### config.mk
export PLATFORM = sky130hd
export DESIGN_NAME = dc_core
export DESIGN_NICKNAME = d
export VERILOG_FILES = /design/src/common/dc_pkg.sv /design/src/logic/micro_decode.sv /design/src/datapath/reg_file.sv /design/src/datapath/alu.sv /design/src/logic/flag_unit.sv /design/src/logic/dc_core.sv
export SDC_FILE = /design/constraint.sdc
export NUM_CORES = 1
export LEC_CHECK = 0
export ABC_AREA = 0
export BUFFER_PORTS_ARGS = -buffer_cell sky130_fd_sc_hd__buf_2
export CORE_UTILIZATION = 47
export DETAILED_ROUTE_END_ITERATION = 16
export HOLD_SLACK_MARGIN = 0.08
export PLACE_DENSITY = 0.71
export SLEW_MARGIN = 20
export SYNTH_ARGS = -nofsm -noshare
export SYNTH_HDL_FRONTEND = slang
export SYNTH_SLANG_ARGS = --single-unit
### constraint.sdc
create_clock -name clk -period 4.5 [get_ports clk]
set_input_delay 0.225 -clock clk [delete_from_list [all_inputs] [get_ports clk]]
set_output_delay 0.225 -clock clk [all_outputs]
set_load 0.1 [all_outputs]
### src/common/dc_pkg.sv
`default_nettype none

package dc_pkg;

   localparam int data_w   = 16;
   localparam int num_regs = 16;

   typedef logic [data_w-1:0] word_t;
   typedef logic [3:0]        reg_sel_t;
   typedef logic [1:0]        mode_t;
   typedef logic [3:0]        op_t;
   typedef logic [2:0]        cond_t;

   localparam reg_sel_t sp_reg  = 4'd6;   // stack pointer as seen by the microcode
   localparam reg_sel_t psw_reg = 4'd8;
   localparam reg_sel_t sp_alt1 = 4'd12;  // mode 01 copy of the SP
   localparam reg_sel_t sp_alt3 = 4'd13;  // mode 11 copy of the SP

   localparam mode_t mode_kernel = 2'b00;
   localparam mode_t mode_super  = 2'b01;
   localparam mode_t mode_user   = 2'b11;

   localparam op_t op_add = 4'd0;
   localparam op_t op_adc = 4'd1;
   localparam op_t op_sub = 4'd2;
   localparam op_t op_and = 4'd3;
   localparam op_t op_or  = 4'd4;
   localparam op_t op_xor = 4'd5;
   localparam op_t op_mov = 4'd6;   // A <= B
   localparam op_t op_ldi = 4'd7;   // A <= data_in
   localparam op_t op_brt = 4'd8;

   localparam cond_t cond_n    = 3'b000;
   localparam cond_t cond_z    = 3'b001;
   localparam cond_t cond_c    = 3'b010;
   localparam cond_t cond_v    = 3'b011;
   localparam cond_t cond_nn   = 3'b100;
   localparam cond_t cond_nz   = 3'b101;
   localparam cond_t cond_nc   = 3'b110;
   localparam cond_t cond_kern = 3'b111;

   // b is operand B, d is operand A
   typedef struct packed {
      logic gen_bnd;
      logic gen_nbd;
      logic gen_bd;
      logic prop_nn;
      logic prop_bd;
      logic prop_bnd;
      logic prop_nbd;
   } alu_ctl_t;

   // same order as PSW bits 3:0
   typedef struct packed {
      logic n;
      logic z;
      logic v;
      logic c;
   } flag_bits_t;

   localparam word_t psw_reset = '0;

endpackage

`default_nettype wire

### src/logic/micro_decode.sv
`timescale 1ns/1ns
`default_nettype none

module micro_decode import dc_pkg::*;
(
   input  logic     clk,
   input  logic     rst,
   input  logic     m_valid,
   input  word_t    m_word,
   output reg_sel_t sel_a,
   output reg_sel_t sel_b,
   output logic     imm_sel,
   output logic     wr_en,
   output reg_sel_t wr_sel,
   output alu_ctl_t alu_ctl,
   output logic     carry_in_sel,
   output logic     sub,
   output logic     flag_en,
   output logic     logic_op,
   output logic     brt,
   output cond_t    cond,
   output logic     s2_valid
);

   op_t      op;
   alu_ctl_t ctl;
   logic     is_write;   // ALU ops, mov and ldi
   logic     is_arith;
   logic     is_logic;

   assign op      = m_word[15:12];
   assign sel_a   = m_word[3:0];    // read address goes straight to the register file
   assign sel_b   = m_word[7:4];
   assign imm_sel = m_valid && (op == op_ldi);

   assign is_write = (op <= op_ldi);
   assign is_arith = (op == op_add) || (op == op_adc) || (op == op_sub);
   assign is_logic = (op == op_and) || (op == op_or) || (op == op_xor);

   // minterm enables per opcode
   always_comb
   begin
      ctl = '0;
      case (op)
         op_add, op_adc:
         begin
            ctl.gen_bd   = 1'b1;
            ctl.prop_bnd = 1'b1;
            ctl.prop_nbd = 1'b1;
         end
         op_sub:
         begin
            ctl.gen_nbd = 1'b1;   // A + ~B
            ctl.prop_nn = 1'b1;
            ctl.prop_bd = 1'b1;
         end
         op_and:
            ctl.prop_bd = 1'b1;
         op_or:
         begin
            ctl.prop_bd  = 1'b1;
            ctl.prop_bnd = 1'b1;
            ctl.prop_nbd = 1'b1;
         end
         op_xor:
         begin
            ctl.prop_bnd = 1'b1;
            ctl.prop_nbd = 1'b1;
         end
         op_mov, op_ldi:
         begin
            ctl.prop_bd  = 1'b1;   // passes B through
            ctl.prop_bnd = 1'b1;
         end
         default:
            ctl = '0;
      endcase
   end

   always_ff @(posedge clk)
   begin
      if (rst)
      begin
         s2_valid     <= 1'b0;
         wr_en        <= 1'b0;
         wr_sel       <= '0;
         flag_en      <= 1'b0;
         brt          <= 1'b0;
         alu_ctl      <= '0;
         carry_in_sel <= 1'b0;
         sub          <= 1'b0;
         logic_op     <= 1'b0;
         cond         <= '0;
      end
      else
      begin
         s2_valid     <= m_valid;
         wr_en        <= m_valid && is_write;
         wr_sel       <= m_word[3:0];
         flag_en      <= m_valid && (is_arith || is_logic);
         brt          <= m_valid && (op == op_brt);
         alu_ctl      <= m_valid ? ctl : '0;   // idle and no-op give a zero sum
         carry_in_sel <= m_valid && (op == op_adc);
         sub          <= m_valid && (op == op_sub);
         logic_op     <= is_logic;
         cond         <= m_word[10:8];
      end
   end

endmodule

`default_nettype wire

### src/datapath/reg_file.sv
`timescale 1ns/1ns
`default_nettype none

module reg_file import dc_pkg::*;
(
   input  logic       clk,
   input  logic       rst,
   input  reg_sel_t   sel_a,
   input  reg_sel_t   sel_b,
   input  logic       imm_sel,
   input  word_t      data_in,
   input  logic       wr_en,
   input  reg_sel_t   wr_sel,
   input  word_t      wr_data,
   input  logic       flag_we,
   input  flag_bits_t new_flags,
   output word_t      opa,
   output word_t      opb,
   output word_t      psw
);

   word_t    regs [num_regs];
   mode_t    mode;
   reg_sel_t wr_phys;
   logic     wr_hit;        // word write after bank mapping
   logic     flag_hit;
   word_t    psw_flagged;   // PSW with this cycle's flags merged in

   // register 6 is banked by the current mode
   function automatic reg_sel_t bank_map(reg_sel_t sel, mode_t m);
      reg_sel_t phys;
      phys = sel;
      if (sel == sp_reg)
      begin
         case (m)
            mode_super: phys = sp_alt1;
            mode_user:  phys = sp_alt3;
            default:    phys = sp_reg;
         endcase
      end
      return phys;
   endfunction

   // SP copies are only reachable through index 6
   function automatic logic is_shadow(reg_sel_t sel);
      return (sel == sp_alt1) || (sel == sp_alt3);
   endfunction

   function automatic word_t read_port(reg_sel_t sel);
      reg_sel_t phys;
      phys = bank_map(sel, mode);
      if (is_shadow(sel))
         return '0;
      else if (wr_hit && (phys == wr_phys))
         return wr_data;   // forward the write of this edge
      else if (flag_hit && (phys == psw_reg))
         return psw_flagged;
      else
         return regs[phys];
   endfunction

   assign psw  = regs[psw_reg];
   assign mode = psw[15:14];

   assign wr_phys     = bank_map(wr_sel, mode);
   assign wr_hit      = wr_en && !is_shadow(wr_sel);
   assign flag_hit    = flag_we && !(wr_en && (wr_sel == psw_reg));   // data write wins
   assign psw_flagged = {psw[data_w-1:4], new_flags};

   always_ff @(posedge clk)
   begin
      if (rst)
      begin
         for (int i = 0; i < num_regs; i++)
            regs[i] <= '0;
         regs[psw_reg] <= psw_reset;
         opa           <= '0;
         opb           <= '0;
      end
      else
      begin
         if (wr_hit)
            regs[wr_phys] <= wr_data;
         if (flag_hit)
            regs[psw_reg][3:0] <= new_flags;
         opa <= read_port(sel_a);
         opb <= imm_sel ? data_in : read_port(sel_b);
      end
   end

endmodule

`default_nettype wire

### src/datapath/alu.sv
`timescale 1ns/1ns
`default_nettype none

module alu import dc_pkg::*;
(
   input  word_t    opa,
   input  word_t    opb,
   input  alu_ctl_t alu_ctl,
   input  logic     carry_in_sel,
   input  logic     sub,
   input  logic     psw_c,
   output word_t    sum,
   output logic     cout15,
   output logic     cout16
);

   word_t           g;   // per-bit generate
   word_t           p;   // per-bit propagate
   logic [data_w:0] c;   // carry into each bit

   always_comb
   begin
      for (int i = 0; i < data_w; i++)
      begin
         g[i] =  opb[i] & ~opa[i] & alu_ctl.gen_bnd
               | ~opb[i] &  opa[i] & alu_ctl.gen_nbd
               |  opb[i] &  opa[i] & alu_ctl.gen_bd;

         p[i] = ~opb[i] & ~opa[i] & alu_ctl.prop_nn
               |  opb[i] &  opa[i] & alu_ctl.prop_bd
               |  opb[i] & ~opa[i] & alu_ctl.prop_bnd
               | ~opb[i] &  opa[i] & alu_ctl.prop_nbd;
      end
   end

   assign c[0] = carry_in_sel ? psw_c : sub;   // adc takes C, sub takes 1

   // full look-ahead inside a tetrade, ripple between tetrades
   for (genvar t = 0; t < data_w; t += 4)
   begin : gen_tetrade
      assign c[t+1] = g[t]
                    | p[t] & c[t];
      assign c[t+2] = g[t+1]
                    | p[t+1] & g[t]
                    | p[t+1] & p[t] & c[t];
      assign c[t+3] = g[t+2]
                    | p[t+2] & g[t+1]
                    | p[t+2] & p[t+1] & g[t]
                    | p[t+2] & p[t+1] & p[t] & c[t];
      assign c[t+4] = g[t+3]
                    | p[t+3] & g[t+2]
                    | p[t+3] & p[t+2] & g[t+1]
                    | p[t+3] & p[t+2] & p[t+1] & g[t]
                    | p[t+3] & p[t+2] & p[t+1] & p[t] & c[t];
   end

   assign sum    = p ^ c[data_w-1:0];
   assign cout15 = c[data_w-1];   // carry into the sign bit
   assign cout16 = c[data_w];

endmodule

`default_nettype wire

### src/logic/flag_unit.sv
`timescale 1ns/1ns
`default_nettype none

module flag_unit import dc_pkg::*;
(
   input  logic       clk,
   input  logic       rst,
   input  logic       s2_valid,
   input  word_t      sum,
   input  logic       cout15,
   input  logic       cout16,
   input  logic       sub,
   input  logic       flag_en,
   input  logic       logic_op,
   input  logic       brt,
   input  cond_t      cond,
   input  word_t      psw,
   output flag_bits_t new_flags,
   output logic       flag_we,
   output word_t      result,
   output logic       branch,
   output logic       result_valid
);

   flag_bits_t cur;       // flags as registered in the PSW
   mode_t      mode;
   logic       cond_hit;

   assign cur  = psw[3:0];
   assign mode = psw[15:14];

   always_comb
   begin
      new_flags.n = sum[data_w-1];
      new_flags.z = (sum == '0);
      if (logic_op)
      begin
         new_flags.v = 1'b0;
         new_flags.c = cur.c;   // logic ops keep C
      end
      else
      begin
         new_flags.v = cout15 ^ cout16;
         new_flags.c = sub ? ~cout16 : cout16;   // borrow for sub
      end
   end

   assign flag_we = s2_valid && flag_en;

   always_comb
   begin
      case (cond)
         cond_n:    cond_hit = cur.n;
         cond_z:    cond_hit = cur.z;
         cond_c:    cond_hit = cur.c;
         cond_v:    cond_hit = cur.v;
         cond_nn:   cond_hit = ~cur.n;
         cond_nz:   cond_hit = ~cur.z;
         cond_nc:   cond_hit = ~cur.c;
         default:   cond_hit = (mode == mode_kernel);
      endcase
   end

   always_ff @(posedge clk)
   begin
      if (rst)
      begin
         result_valid <= 1'b0;
         result       <= '0;
         branch       <= 1'b0;
      end
      else
      begin
         result_valid <= s2_valid;
         result       <= (s2_valid && !brt) ? sum : '0;
         branch       <= s2_valid && brt && cond_hit;
      end
   end

endmodule

`default_nettype wire

### src/logic/dc_core.sv
`timescale 1ns/1ns
`default_nettype none

module dc_core import dc_pkg::*;
(
   input  logic  clk,
   input  logic  rst,
   input  logic  m_valid,
   input  word_t m_word,
   input  word_t data_in,
   output logic  result_valid,
   output word_t result,
   output logic  branch,
   output word_t psw
);

   reg_sel_t   sel_a;
   reg_sel_t   sel_b;
   logic       imm_sel;
   logic       wr_en;
   reg_sel_t   wr_sel;
   alu_ctl_t   alu_ctl;
   logic       carry_in_sel;
   logic       sub;
   logic       flag_en;
   logic       logic_op;
   logic       brt;
   cond_t      cond;
   logic       s2_valid;
   word_t      opa;
   word_t      opb;
   word_t      sum;
   logic       cout15;
   logic       cout16;
   flag_bits_t new_flags;
   logic       flag_we;

   micro_decode decode_i (
      .clk(clk), .rst(rst), .m_valid(m_valid), .m_word(m_word),
      .sel_a(sel_a), .sel_b(sel_b), .imm_sel(imm_sel),
      .wr_en(wr_en), .wr_sel(wr_sel), .alu_ctl(alu_ctl),
      .carry_in_sel(carry_in_sel), .sub(sub), .flag_en(flag_en),
      .logic_op(logic_op), .brt(brt), .cond(cond), .s2_valid(s2_valid)
   );

   reg_file regs_i (
      .clk(clk), .rst(rst), .sel_a(sel_a), .sel_b(sel_b), .imm_sel(imm_sel),
      .data_in(data_in), .wr_en(wr_en), .wr_sel(wr_sel), .wr_data(sum),
      .flag_we(flag_we), .new_flags(new_flags),
      .opa(opa), .opb(opb), .psw(psw)
   );

   alu alu_i (
      .opa(opa), .opb(opb), .alu_ctl(alu_ctl), .carry_in_sel(carry_in_sel),
      .sub(sub), .psw_c(psw[0]),   // C flag feeds adc
      .sum(sum), .cout15(cout15), .cout16(cout16)
   );

   flag_unit flags_i (
      .clk(clk), .rst(rst), .s2_valid(s2_valid), .sum(sum),
      .cout15(cout15), .cout16(cout16), .sub(sub), .flag_en(flag_en),
      .logic_op(logic_op), .brt(brt), .cond(cond), .psw(psw),
      .new_flags(new_flags), .flag_we(flag_we), .result(result),
      .branch(branch), .result_valid(result_valid)
   );

endmodule

`default_nettype wire

==> results of run 1 <==
routing by layer:
| layer | vias to the layer above | routed length (µm) | global-route usage (%) |
|---|---|---|---|
| li1 | 6510 | - | - |
| met1 | 7165 | 22300 | 40.8 |
| met2 | 1032 | 26100 | 46.9 |
| met3 | 167 | 6660 | 4.69 |
| met4 | 0 | 2790 | 15.0 |
| met5 | - | 0 | 0 |
synthesized netlist by cell type, drive strengths merged, types with 9 or more instances:
library cell / number
nor3: 11
o21ai: 29
nand2b: 24
and2: 33
nor2: 312
a211oi: 105
and3: 22
a311o: 9
mux2: 15
mux2i: 68
a31oi: 43
nand2: 284
a21oi: 46
clkbuf: 108
dfxtp: 69
mux4: 46
nor2b: 50
nand3: 52
buf: 49
a311oi: 33
edfxtp: 256
area by class of cell:
class                           instances  share of cell area [%]
Inverter                               13                   0.241
Multi-Input combinational cell       1275                    40.0
Timing Repair Buffer                  175                    6.12
Clock buffer                           50                    5.22
Sequential cell                       325                    44.8
Clock inverter                         12                   0.556
Tap cell                              504                    3.11
sequential cells by signal (all words and copies together) (netlist names), 3 cells and up:
signal and cells:
regs_i.regs 256, decode_i.cond 3, flags_i.result 16, regs_i.opb 16, decode_i.alu_ctl 5, regs_i.opa 16, decode_i.wr_sel 4
repair_timing:
action / in CTS / in global routing
hold buffers: 27 / 0
hold endpoints to repair: 30 / 0
setup buffers: 0 / 0
kinds of logic after synthesis:
| kind of cell | after synthesis | share of synthesized area, % |
|---|---|---|
| AOI/OAI and AO/OA | 313 | 12.8 |
| and+or+nand+nor | 813 | 20.2 |
| muxes | 129 | 10.6 |
| xor gates and xnor gates | 16 | 0.897 |
| buffers and inverters | 170 | 3.96 |
| DFF | 325 | 51.2 |
| adders and majority gates | 4 | 0.283 |
per-stage QoR:
stage | hold WS (ns) | setup slack [ns] | std cells | instance area (µm²)
6_report | 0.150 | 0.554 | 2354 | 20300
3_3_place_gp | 0.429 | 0.678 | 2265 | 18800
2_1_floorplan | 0.302 | 1.18 | 1770 | 17700
3_5_place_dp | 0.421 | 0.606 | 2265 | 18800
5_1_grt | 0.155 | 0.362 | 2354 | 20300
4_1_cts | 0.134 | 0.575 | 2354 | 20300
report_power, final:
part	total [W]	switching, W	leakage, nW	internal, W
clock network	0.00294	0.00124	0.570	0.00171
registers	0.00344	0.0000901	3.21	0.00335
logic	0.000916	0.000602	3.35	0.000313
total	0.00730	0.00193	7.13	0.00537
worst max path at each step:
stage | startpoint | end | slack, ns
finish | decode_i.alu_ctl[5] | regs_i.regs[8][2] | 0.55
global route | decode_i.alu_ctl[5] | regs_i.opa[2] | 0.36
CTS | decode_i.alu_ctl[5] | regs_i.regs[8][2] | 0.57
detailed placement | decode_i.alu_ctl[5] | regs_i.regs[8][2] | 0.61
global placement | decode_i.alu_ctl[5] | regs_i.regs[8][2] | 0.68
floorplan | regs_i.regs[8][14] | regs_i.opb[2] | 1.18
worst min-delay path, stage by stage:
cell and delay [ns]:
buf_2 0.12, a21oi_1 0.15, a311oi_2 0.13
==> impl_metrics.py, run 1 <==
metrics = {
    "setup_path": {
        "worstSetupPathDepth": 15,
        "cp_data_arrival_time_ns": 4.33,
        "r2r_end": "regs_i.regs[8][2]",
        "cp_cell_sequence": "buf_4 > mux4_2 > o32ai_1 > o31a_2 > a21oi_4 > or2b_1 > ha_1 > a21oi_1 > xor2_2 > nand4_1 > nor2b_1 > and4_1 > o2111a_1 > nand3_4 > o22ai_2",
        "worst_path_required_time_ns": 4.89,
        "r2r_cell_count": 15,
        "setup.worst_path.class": "register to register",
        "start_of_the_worst_register_to_register_path": "decode_i.alu_ctl[5]",
        "cp.buffers_inverters": 1,
        "endpoint_kind": "register",
        "critical_path.max_stage_delay_ns": 0.53,
        "critical_path.slowest_cell": "mux4_2",
        "critPathMaxFanout": 19,
        "worst_path_dominant_cell_family": "compound AO/OA/AOI/OAI gates",
        "setup_slack_reg_to_reg_ns": 0.55,
        "startpoint_type": "register",
    },
    "finish": {
        "antennaDiodeCount": 0,
        "finalNetCount": 1864,
        "drive_above_1_share_pct": 16.1,
        "area_occupied_by_multi_input_gates_um2": 8100,
        "layout.core_utilization_pct": 54.9,
        "layout_commonest_cell": "nor2_1",
        "seqCellArea_um2": 9070,
        "fillCellCount": 3161,
        "layout_common_cells": "nor2_1 (311), nand2_1 (282), edfxtp_1 (256)",
        "syn2layout_area_growth_pct": 14.4,
    },
    "sta": {
        "fmaxAchievable_mhz": 253,
        "timing.final.crit_share_pct": 87.7,
        "worst_pin_slew_ns": 1.07,
        "timing.clock.skew_ns": 0.0299,
        "setup-violations-final": 0,
        "report.final.slew_viol_count": 0,
        "grt_setup_unrepaired": "no",
        "maxSlewHeadroom_pct": 28.7,
        "min_period_ns": 3.95,
        "timing.final.hold_violations": 0,
        "fin_setup_tns_ns": 0,
    },
    "die": {
        "initial_core_util_pct": 48.0,
        "die_boundary_width_um": 196,
        "die_y_um": 196,
        "core.rowCount": 70,
        "die_area_um2": 38500,
        "io_pins": 69,
        "floorplan.core_area_um2": 36900,
    },
    "synth": {
        "yosys_warnings": 0,
        "synth.top_cells.by_area": "edfxtp_1 (43%), dfxtp_1 (7.8%), nor2_1 (6.6%)",
        "yosysSeqAreaShare_pct": 51.2,
        "synth.cell_area_um2": 17700,
        "ys.flop_type": "edfxtp_1",
        "cells_after_synthesis": 1770,
        "synth_top_area_cell": "edfxtp_1",
        "yosys_reg_bits": 325,
        "number_of_nets_produced_by_synthesis": 1809,
        "synth-edff-count": 256,
        "netlist-cell-type-count": 74,
        "synth_top_cell_area_share_pct": 43.4,
        "synth_async_sr_flop_share_pct": 0,
        "synth.avg_cell_area_um2": 10.0,
    },
    "grt": {
        "grt_first_pass_wirelength_um": 86100,
        "grt_max_degree": 89,
        "global_route_usage_over_all_layers_pct": 30.0,
        "grt_overflow": 0,
        "antenna_found_initial": 0,
        "first_global_vias": 14200,
    },
    "run": {
        "max-cap-violations": 0,
    },
    "clock_tree": {
        "cts-resized-gates": 0,
        "htree_num_levels": 2,
        "clock_insertion_delay_worst_skew_ns": 0.55,
        "clock-root-buffer": "clkbuf_16",
        "cts_sinks": 325,
        "worst_case_clock_buffer_depth": 3,
        "cts_tree": "done",
        "cts.clk_slew.worst_paths_ns": 0.06,
        "cts_made_buffers": 35,
    },
    "min_path": {
        "hold_path.startpoint": "data_in[1]",
        "worstHoldPathType": "primary input to register",
        "worstHoldPathCells": 3,
        "hold_path_end": "regs_i.opb[1]",
    },
    "drt": {
        "first_iter_violations": 2348,
        "routed_via_density": 6.32,
        "post_drt_wl_per_cell_um": 24.6,
        "final_antenna_net_count": 0,
        "route.detailed.drc": 0,
        "drt_wl_total_um": 57900,
        "number_of_vias_in_the_routed_layout": 14900,
        "firstDrtPassIters": 6,
    },
    "status": {
        "outcome": "finished clean",
    },
    "placed_design": {
        "dpl.hpwl_um": 37000,
        "place.port_buffers": 67,
        "globalplace.congestion": 0.959,
    },
    "pwr": {
        "power-per-cell-area_nw_per_um2": 360,
        "power_w": 0.00730,
        "p_leak_nw": 7.13,
        "power.ir.vdd_worst_v": 0.000212,
    },
}
No activity file was read; power rests on OpenSTA's default activity.
==> run 2, diff against run 1 <==
==> constraint.sdc (replaced) <==
create_clock -name clk -period 4.5 [get_ports clk]
set_input_delay 0.9 -clock clk [delete_from_list [all_inputs] [get_ports clk]]
set_output_delay 0.9 -clock clk [all_outputs]
set_load 0.1 [all_outputs]
==> run 2 against run 1 <==
  * Clock power shrank 4%
  * Sequential cell count did not move
  * Via count is 0.65% lower
  * Worst setup slack better by 0.083 ns
  * First-iteration DRC count decreased by 8.8%
  * Clock skew rose by 0.0011 ns
  * Count of clock-buffer cells in the layout did not move
  * Largest power group unchanged
  * Global-route usage down 0.19 points
==> impl_metrics.py, run 2 (synthesized netlist as in run 1, its figures left out) <==
metrics = {
    "grt": {
        "grt_overflow": 0,
        "global_route_usage_over_all_layers_pct": 29.8,
        "grt_max_degree": 50,
        "first_global_vias": 14000,
        "grt_first_pass_wirelength_um": 85700,
        "antenna_found_initial": 1,
    },
    "pwr": {
        "power-per-cell-area_nw_per_um2": 359,
        "power.ir.vdd_worst_v": 0.000259,
        "p_leak_nw": 7.00,
        "power_w": 0.00717,
    },
    "setup_path": {
        "cp_cell_sequence": "mux4_2 > a22o_1 > nor3_1 > o31a_2 > a21oi_4 > or2b_1 > ha_1 > a21oi_1 > xor2_2 > nand4_1 > nor2b_1 > and4_1 > o2111a_1 > nand3_4 > o22ai_2",
        "worst_path_dominant_cell_family": "compound AO/OA/AOI/OAI gates",
        "cp.buffers_inverters": 0,
        "worst_path_required_time_ns": 4.88,
        "endpoint_kind": "register",
        "critical_path.max_stage_delay_ns": 0.58,
        "setup.worst_path.class": "register to register",
        "critPathMaxFanout": 16,
        "cp_data_arrival_time_ns": 4.25,
        "critical_path.slowest_cell": "mux4_2",
        "startpoint_type": "register",
    },
    "die": {
        "io_pins": 69,
        "die_y_um": 196,
        "core.rowCount": 70,
        "initial_core_util_pct": 48.0,
        "floorplan.core_area_um2": 36900,
        "die_area_um2": 38500,
        "die_boundary_width_um": 196,
    },
    "finish": {
        "layout_common_cells": "nor2_1 (311), nand2_1 (282), edfxtp_1 (256)",
        "largest_register_ff_count": 256,
        "finalNetCount": 1840,
        "fin_area_um2": 20000,
        "drive_above_1_share_pct": 16.1,
        "syn2layout_area_growth_pct": 12.9,
        "antennaDiodeCount": 0,
        "layout_commonest_cell": "nor2_1",
        "top_register": "regs_i.regs",
    },
    "drt": {
        "firstDrtPassIters": 6,
        "route.detailed.drc": 0,
        "first_iter_violations": 2142,
        "final_antenna_net_count": 0,
        "post_drt_wl_per_cell_um": 24.7,
        "drt_wl_total_um": 57600,
        "routed_via_density": 6.34,
        "number_of_vias_in_the_routed_layout": 14800,
    },
    "clock_tree": {
        "worst_case_clock_buffer_depth": 3,
        "htree_num_levels": 2,
        "post-cts-setup-buffer-count": 0,
        "clock_insertion_delay_worst_skew_ns": 0.55,
        "ctsHoldBuffers": 0,
        "cts_made_buffers": 36,
        "cts_sinks": 325,
        "cts-resized-gates": 0,
        "cts_tree": "done",
        "cts.clk_slew.worst_paths_ns": 0.06,
        "clock-root-buffer": "clkbuf_16",
    },
    "placed_design": {
        "placed_cell_area_um2": 18900,
        "place.port_buffers": 67,
        "globalplace.congestion": 0.952,
        "dpl.hpwl_um": 37400,
    },
    "sta": {
        "grt_setup_unrepaired": "no",
        "worst_pin_slew_ns": 1.14,
        "setup-violations-final": 0,
        "timing.final.hold_violations": 0,
        "fmaxAchievable_mhz": 259,
        "timing.final.crit_share_pct": 85.8,
        "fin_setup_tns_ns": 0,
        "report.final.slew_viol_count": 0,
        "min_period_ns": 3.86,
        "maxSlewHeadroom_pct": 23.9,
        "timing.clock.skew_ns": 0.0310,
    },
    "status": {
        "outcome": "finished clean",
    },
    "run": {
        "max-cap-violations": 0,
    },
    "min_path": {
        "worstHoldPathType": "register to register",
    },
}
==> run 2: cell count changes in the layout (fill, tap and decap cells not counted), moves of 2 or more <==
cell           before  now
dlygate4sd3_1      27    0
clkinv_1            7   13
clkbuf_1            7   10
nand2b_2            1    3
buf_12              2    5
clkbuf_16          39   37
buf_4              79   77
nand2b_1           23   21
clkinv_8            2    0
==> run 2: worst reg2reg max path: stages (launching register included) <==
cell,delay (ns)
dfxtp_1,0.50
mux4_2,0.58
a22o_1,0.25
nor3_1,0.23
o31a_2,0.27
a21oi_4,0.10
or2b_1,0.24
ha_1,0.20
a21oi_1,0.20
xor2_2,0.17
nand4_1,0.11
nor2b_1,0.12
and4_1,0.18
o2111a_1,0.28
nand3_4,0.12
o22ai_2,0.14
==> run 2: metrics by stage <==
step,hold slack (ns),worst slack [ns],utilization [%],std cells
2_1_floorplan,0.405,1.18,-,1770
3_3_place_gp,0.423,0.620,51.1,2266
4_1_cts,0.436,0.638,54.1,2331
6_report,0.434,0.637,54.2,2332
5_1_grt,0.455,0.451,54.2,2332
3_5_place_dp,0.422,0.519,51.1,2266
==> run 2: power by group <==
group | switching, W | internal (W)
Clock | 0.00121 | 0.00162
Combinational | 0.000602 | 0.000306
Sequential | 0.0000876 | 0.00335
==> run 2: area by class of cell <==
type	instances	area [µm²]
fill	3144	16900
multi-input combinational	1275	8100
clock buffer	50	1000
clock inverter	15	100
timing repair buffer	150	1030
inverter	13	48.8
sequential	325	9070
tap	504	631
==> run 2: path summary, 6_finish.rpt <==
check / start / end / slack [ns] / cells after the start
max: decode_i.alu_ctl[2] / regs_i.regs[8][2] / 0.64 / 15
min: decode_i.brt / flags_i.branch / 0.43 / 2
max reg2reg: decode_i.alu_ctl[2] / regs_i.regs[8][2] / 0.64 / 15
min reg2reg: decode_i.brt / flags_i.branch / 0.43 / 2
==> run 2: per-layer routing <==
metal / track usage (%) / wire [µm]
met5: 0 / 0
met4: 15.0 / 2830
met3: 6.10 / 6910
met2: 45.4 / 25900
met1: 40.6 / 21900
==> run 3, diff against run 2 <==
==> constraint.sdc (replaced) <==
create_clock -name clk -period 4.5 [get_ports clk]
set_input_delay 0.45 -clock clk [delete_from_list [all_inputs] [get_ports clk]]
set_output_delay 0.45 -clock clk [all_outputs]
set_load 0.1 [all_outputs]
==> run 3 against run 2 <==
  * Core utilization rose by 0.088 points
  * Clock power rose by 1%
  * Clock skew rose by 0.0063 ns
  * Count of clock-buffer cells in the layout rose by 3
  * Cell area rose by 0.16%
  * Register-to-register slack got worse by 0.06 ns
  * Critical path depth did not move
  * Worst setup slack got worse by 0.059 ns
==> impl_metrics.py, run 3 (synthesized netlist as in run 1, its figures left out) <==
metrics = {
    "drt": {
        "met2_length_um": 26000,
        "routed_via_density": 6.38,
        "route.detailed.drc": 0,
        "firstDrtPassIters": 7,
        "drt_wl_total_um": 57800,
        "post_drt_wl_per_cell_um": 24.8,
        "top_signal_layer_used": "met4",
        "final_antenna_net_count": 0,
        "number_of_vias_in_the_routed_layout": 14900,
        "met1Wirelength_um": 22200,
        "first_iter_violations": 2164,
        "wl_met3_um": 6640,
    },
    "placed_design": {
        "globalplace.congestion": 0.919,
        "dpl.hpwl_um": 37600,
        "place.port_buffers": 67,
        "placed_cell_area_um2": 18900,
    },
    "setup_path": {
        "critPathMaxFanout": 16,
        "worst_path_required_time_ns": 4.88,
        "endpoint_kind": "register",
        "setup_slack_reg_to_reg_ns": 0.58,
        "cp_data_arrival_time_ns": 4.30,
        "r2r_cell_count": 15,
        "startpoint_type": "register",
        "setup.worst_path.class": "register to register",
    },
    "grt": {
        "grt_first_pass_wirelength_um": 86200,
        "first_global_vias": 14100,
        "grt_max_degree": 52,
        "antenna_found_initial": 0,
        "global_route_usage_over_all_layers_pct": 30.0,
        "grt_overflow": 0,
    },
    "min_path": {
        "worstHoldPathCells": 3,
        "worstHoldPathType": "primary input to register",
    },
    "sta": {
        "fmaxAchievable_mhz": 255,
        "worst_pin_slew_ns": 1.11,
        "timing.final.crit_share_pct": 87.1,
        "timing.clock.skew_ns": 0.0373,
        "setup-violations-final": 0,
        "fin_setup_tns_ns": 0,
        "report.final.slew_viol_count": 0,
        "grt_setup_unrepaired": "no",
        "min_period_ns": 3.92,
        "maxSlewHeadroom_pct": 25.8,
        "timing.final.hold_violations": 0,
    },
    "clock_tree": {
        "clock-root-buffer": "clkbuf_16",
        "htree_num_levels": 2,
        "cts_tree": "done",
        "cts_sinks": 325,
        "ctsHoldBuffers": 0,
        "clock_insertion_delay_worst_skew_ns": 0.57,
        "cts.clk_slew.worst_paths_ns": 0.06,
        "post-cts-setup-buffer-count": 0,
        "worst_case_clock_buffer_depth": 3,
        "cts-resized-gates": 0,
        "cts_made_buffers": 36,
    },
    "die": {
        "die_boundary_width_um": 196,
        "initial_core_util_pct": 48.0,
        "floorplan.core_area_um2": 36900,
        "die_y_um": 196,
        "io_pins": 69,
        "die_area_um2": 38500,
        "core.rowCount": 70,
    },
    "finish": {
        "antennaDiodeCount": 0,
        "largest_register_ff_count": 256,
        "syn2layout_area_growth_pct": 13.0,
        "drive_above_1_share_pct": 16.4,
        "layout_common_cells": "nor2_1 (311), nand2_1 (282), edfxtp_1 (256)",
        "layout_commonest_cell": "nor2_1",
        "top_register": "regs_i.regs",
        "fillCellCount": 3188,
        "fin_area_um2": 20000,
        "finalNetCount": 1838,
    },
    "pwr": {
        "internal-power_w": 0.00527,
        "power_switching_w": 0.00193,
        "p_leak_nw": 7.02,
        "seq_power_share_pct": 47.7,
        "power.ir.vdd_worst_v": 0.000243,
        "clockPowerShare_pct": 39.8,
        "power_switching_share_pct": 26.8,
        "power-per-cell-area_nw_per_um2": 360,
        "p_comb_share_pct": 12.5,
    },
    "status": {
        "outcome": "finished clean",
    },
    "run": {
        "max-cap-violations": 0,
    },
}
[run 3: cell count changes in the layout (fill, tap and decap cells not counted), sizes merged]
cell / previous run / this run
buf: 150 / 148
clkinv: 16 / 15
clkbuf: 50 / 53
bufinv: 1 / 0
[run 3: final timing paths]
kind                        from                end
max          decode_i.alu_ctl[2]  regs_i.regs[8][2]
min                   data_in[2]      regs_i.opb[2]
max reg2reg  decode_i.alu_ctl[2]  regs_i.regs[8][2]
min reg2reg         decode_i.brt     flags_i.branch
[run 3: power by group through the flow]
stage / clock [W] / combinational, W / sequential (W)
6_report: 0.00287 / 0.000903 / 0.00344
5_1_grt: 0.00300 / 0.000944 / 0.00345
2_1_floorplan: 0 / 0.000537 / 0.00351
4_1_cts: 0.00288 / 0.000881 / 0.00343
3_3_place_gp: 0 / 0.000866 / 0.00349
3_5_place_dp: 0 / 0.000877 / 0.00350
[run 3: through the flow]
step	util, %	hold WS, ns	instances	power, W	worst slack [ns]
after floorplan	-	0.405	1770	0.00405	1.18
after global placement	51.2	0.428	2265	0.00435	0.734
after detailed placement	51.2	0.431	2265	0.00437	0.610
after CTS	54.3	0.127	2331	0.00719	0.572
after global routing	54.3	0.135	2331	0.00739	0.379
final	54.3	0.139	2331	0.00721	0.578
[run 3: area by class of cell]
| type | count | area [µm²] | share of cell area, % |
|---|---|---|---|
| Inverter | 13 | 48.8 | 0.244 |
| Clock inverter | 13 | 104 | 0.519 |
| Sequential cell | 325 | 9070 | 45.3 |
| Timing Repair Buffer | 148 | 1030 | 5.15 |
| Multi-Input combinational cell | 1275 | 8100 | 40.4 |
| Clock buffer | 53 | 1040 | 5.19 |
| Tap cell | 504 | 631 | 3.15 |
[run 3: metal layers]
| metal | up-vias | global-route usage (%) |
|---|---|---|
| li1 | 6459 | - |
| met1 | 7198 | 40.6 |
| met2 | 1020 | 47.1 |
| met3 | 199 | 5.12 |
| met4 | 0 | 14.0 |
| met5 | - | 0 |
[run 3: critical path: stages, from the launching register on]
cell	delay, ns
dfxtp_1	0.50
mux4_2	0.57
a22o_1	0.25
nor3_1	0.25
o31a_2	0.27
a21oi_4	0.10
or2b_1	0.25
ha_1	0.21
a21oi_1	0.20
xor2_2	0.19
nand4_1	0.11
nor2b_1	0.12
and4_1	0.19
o2111a_1	0.28
nand3_4	0.11
o22ai_2	0.15
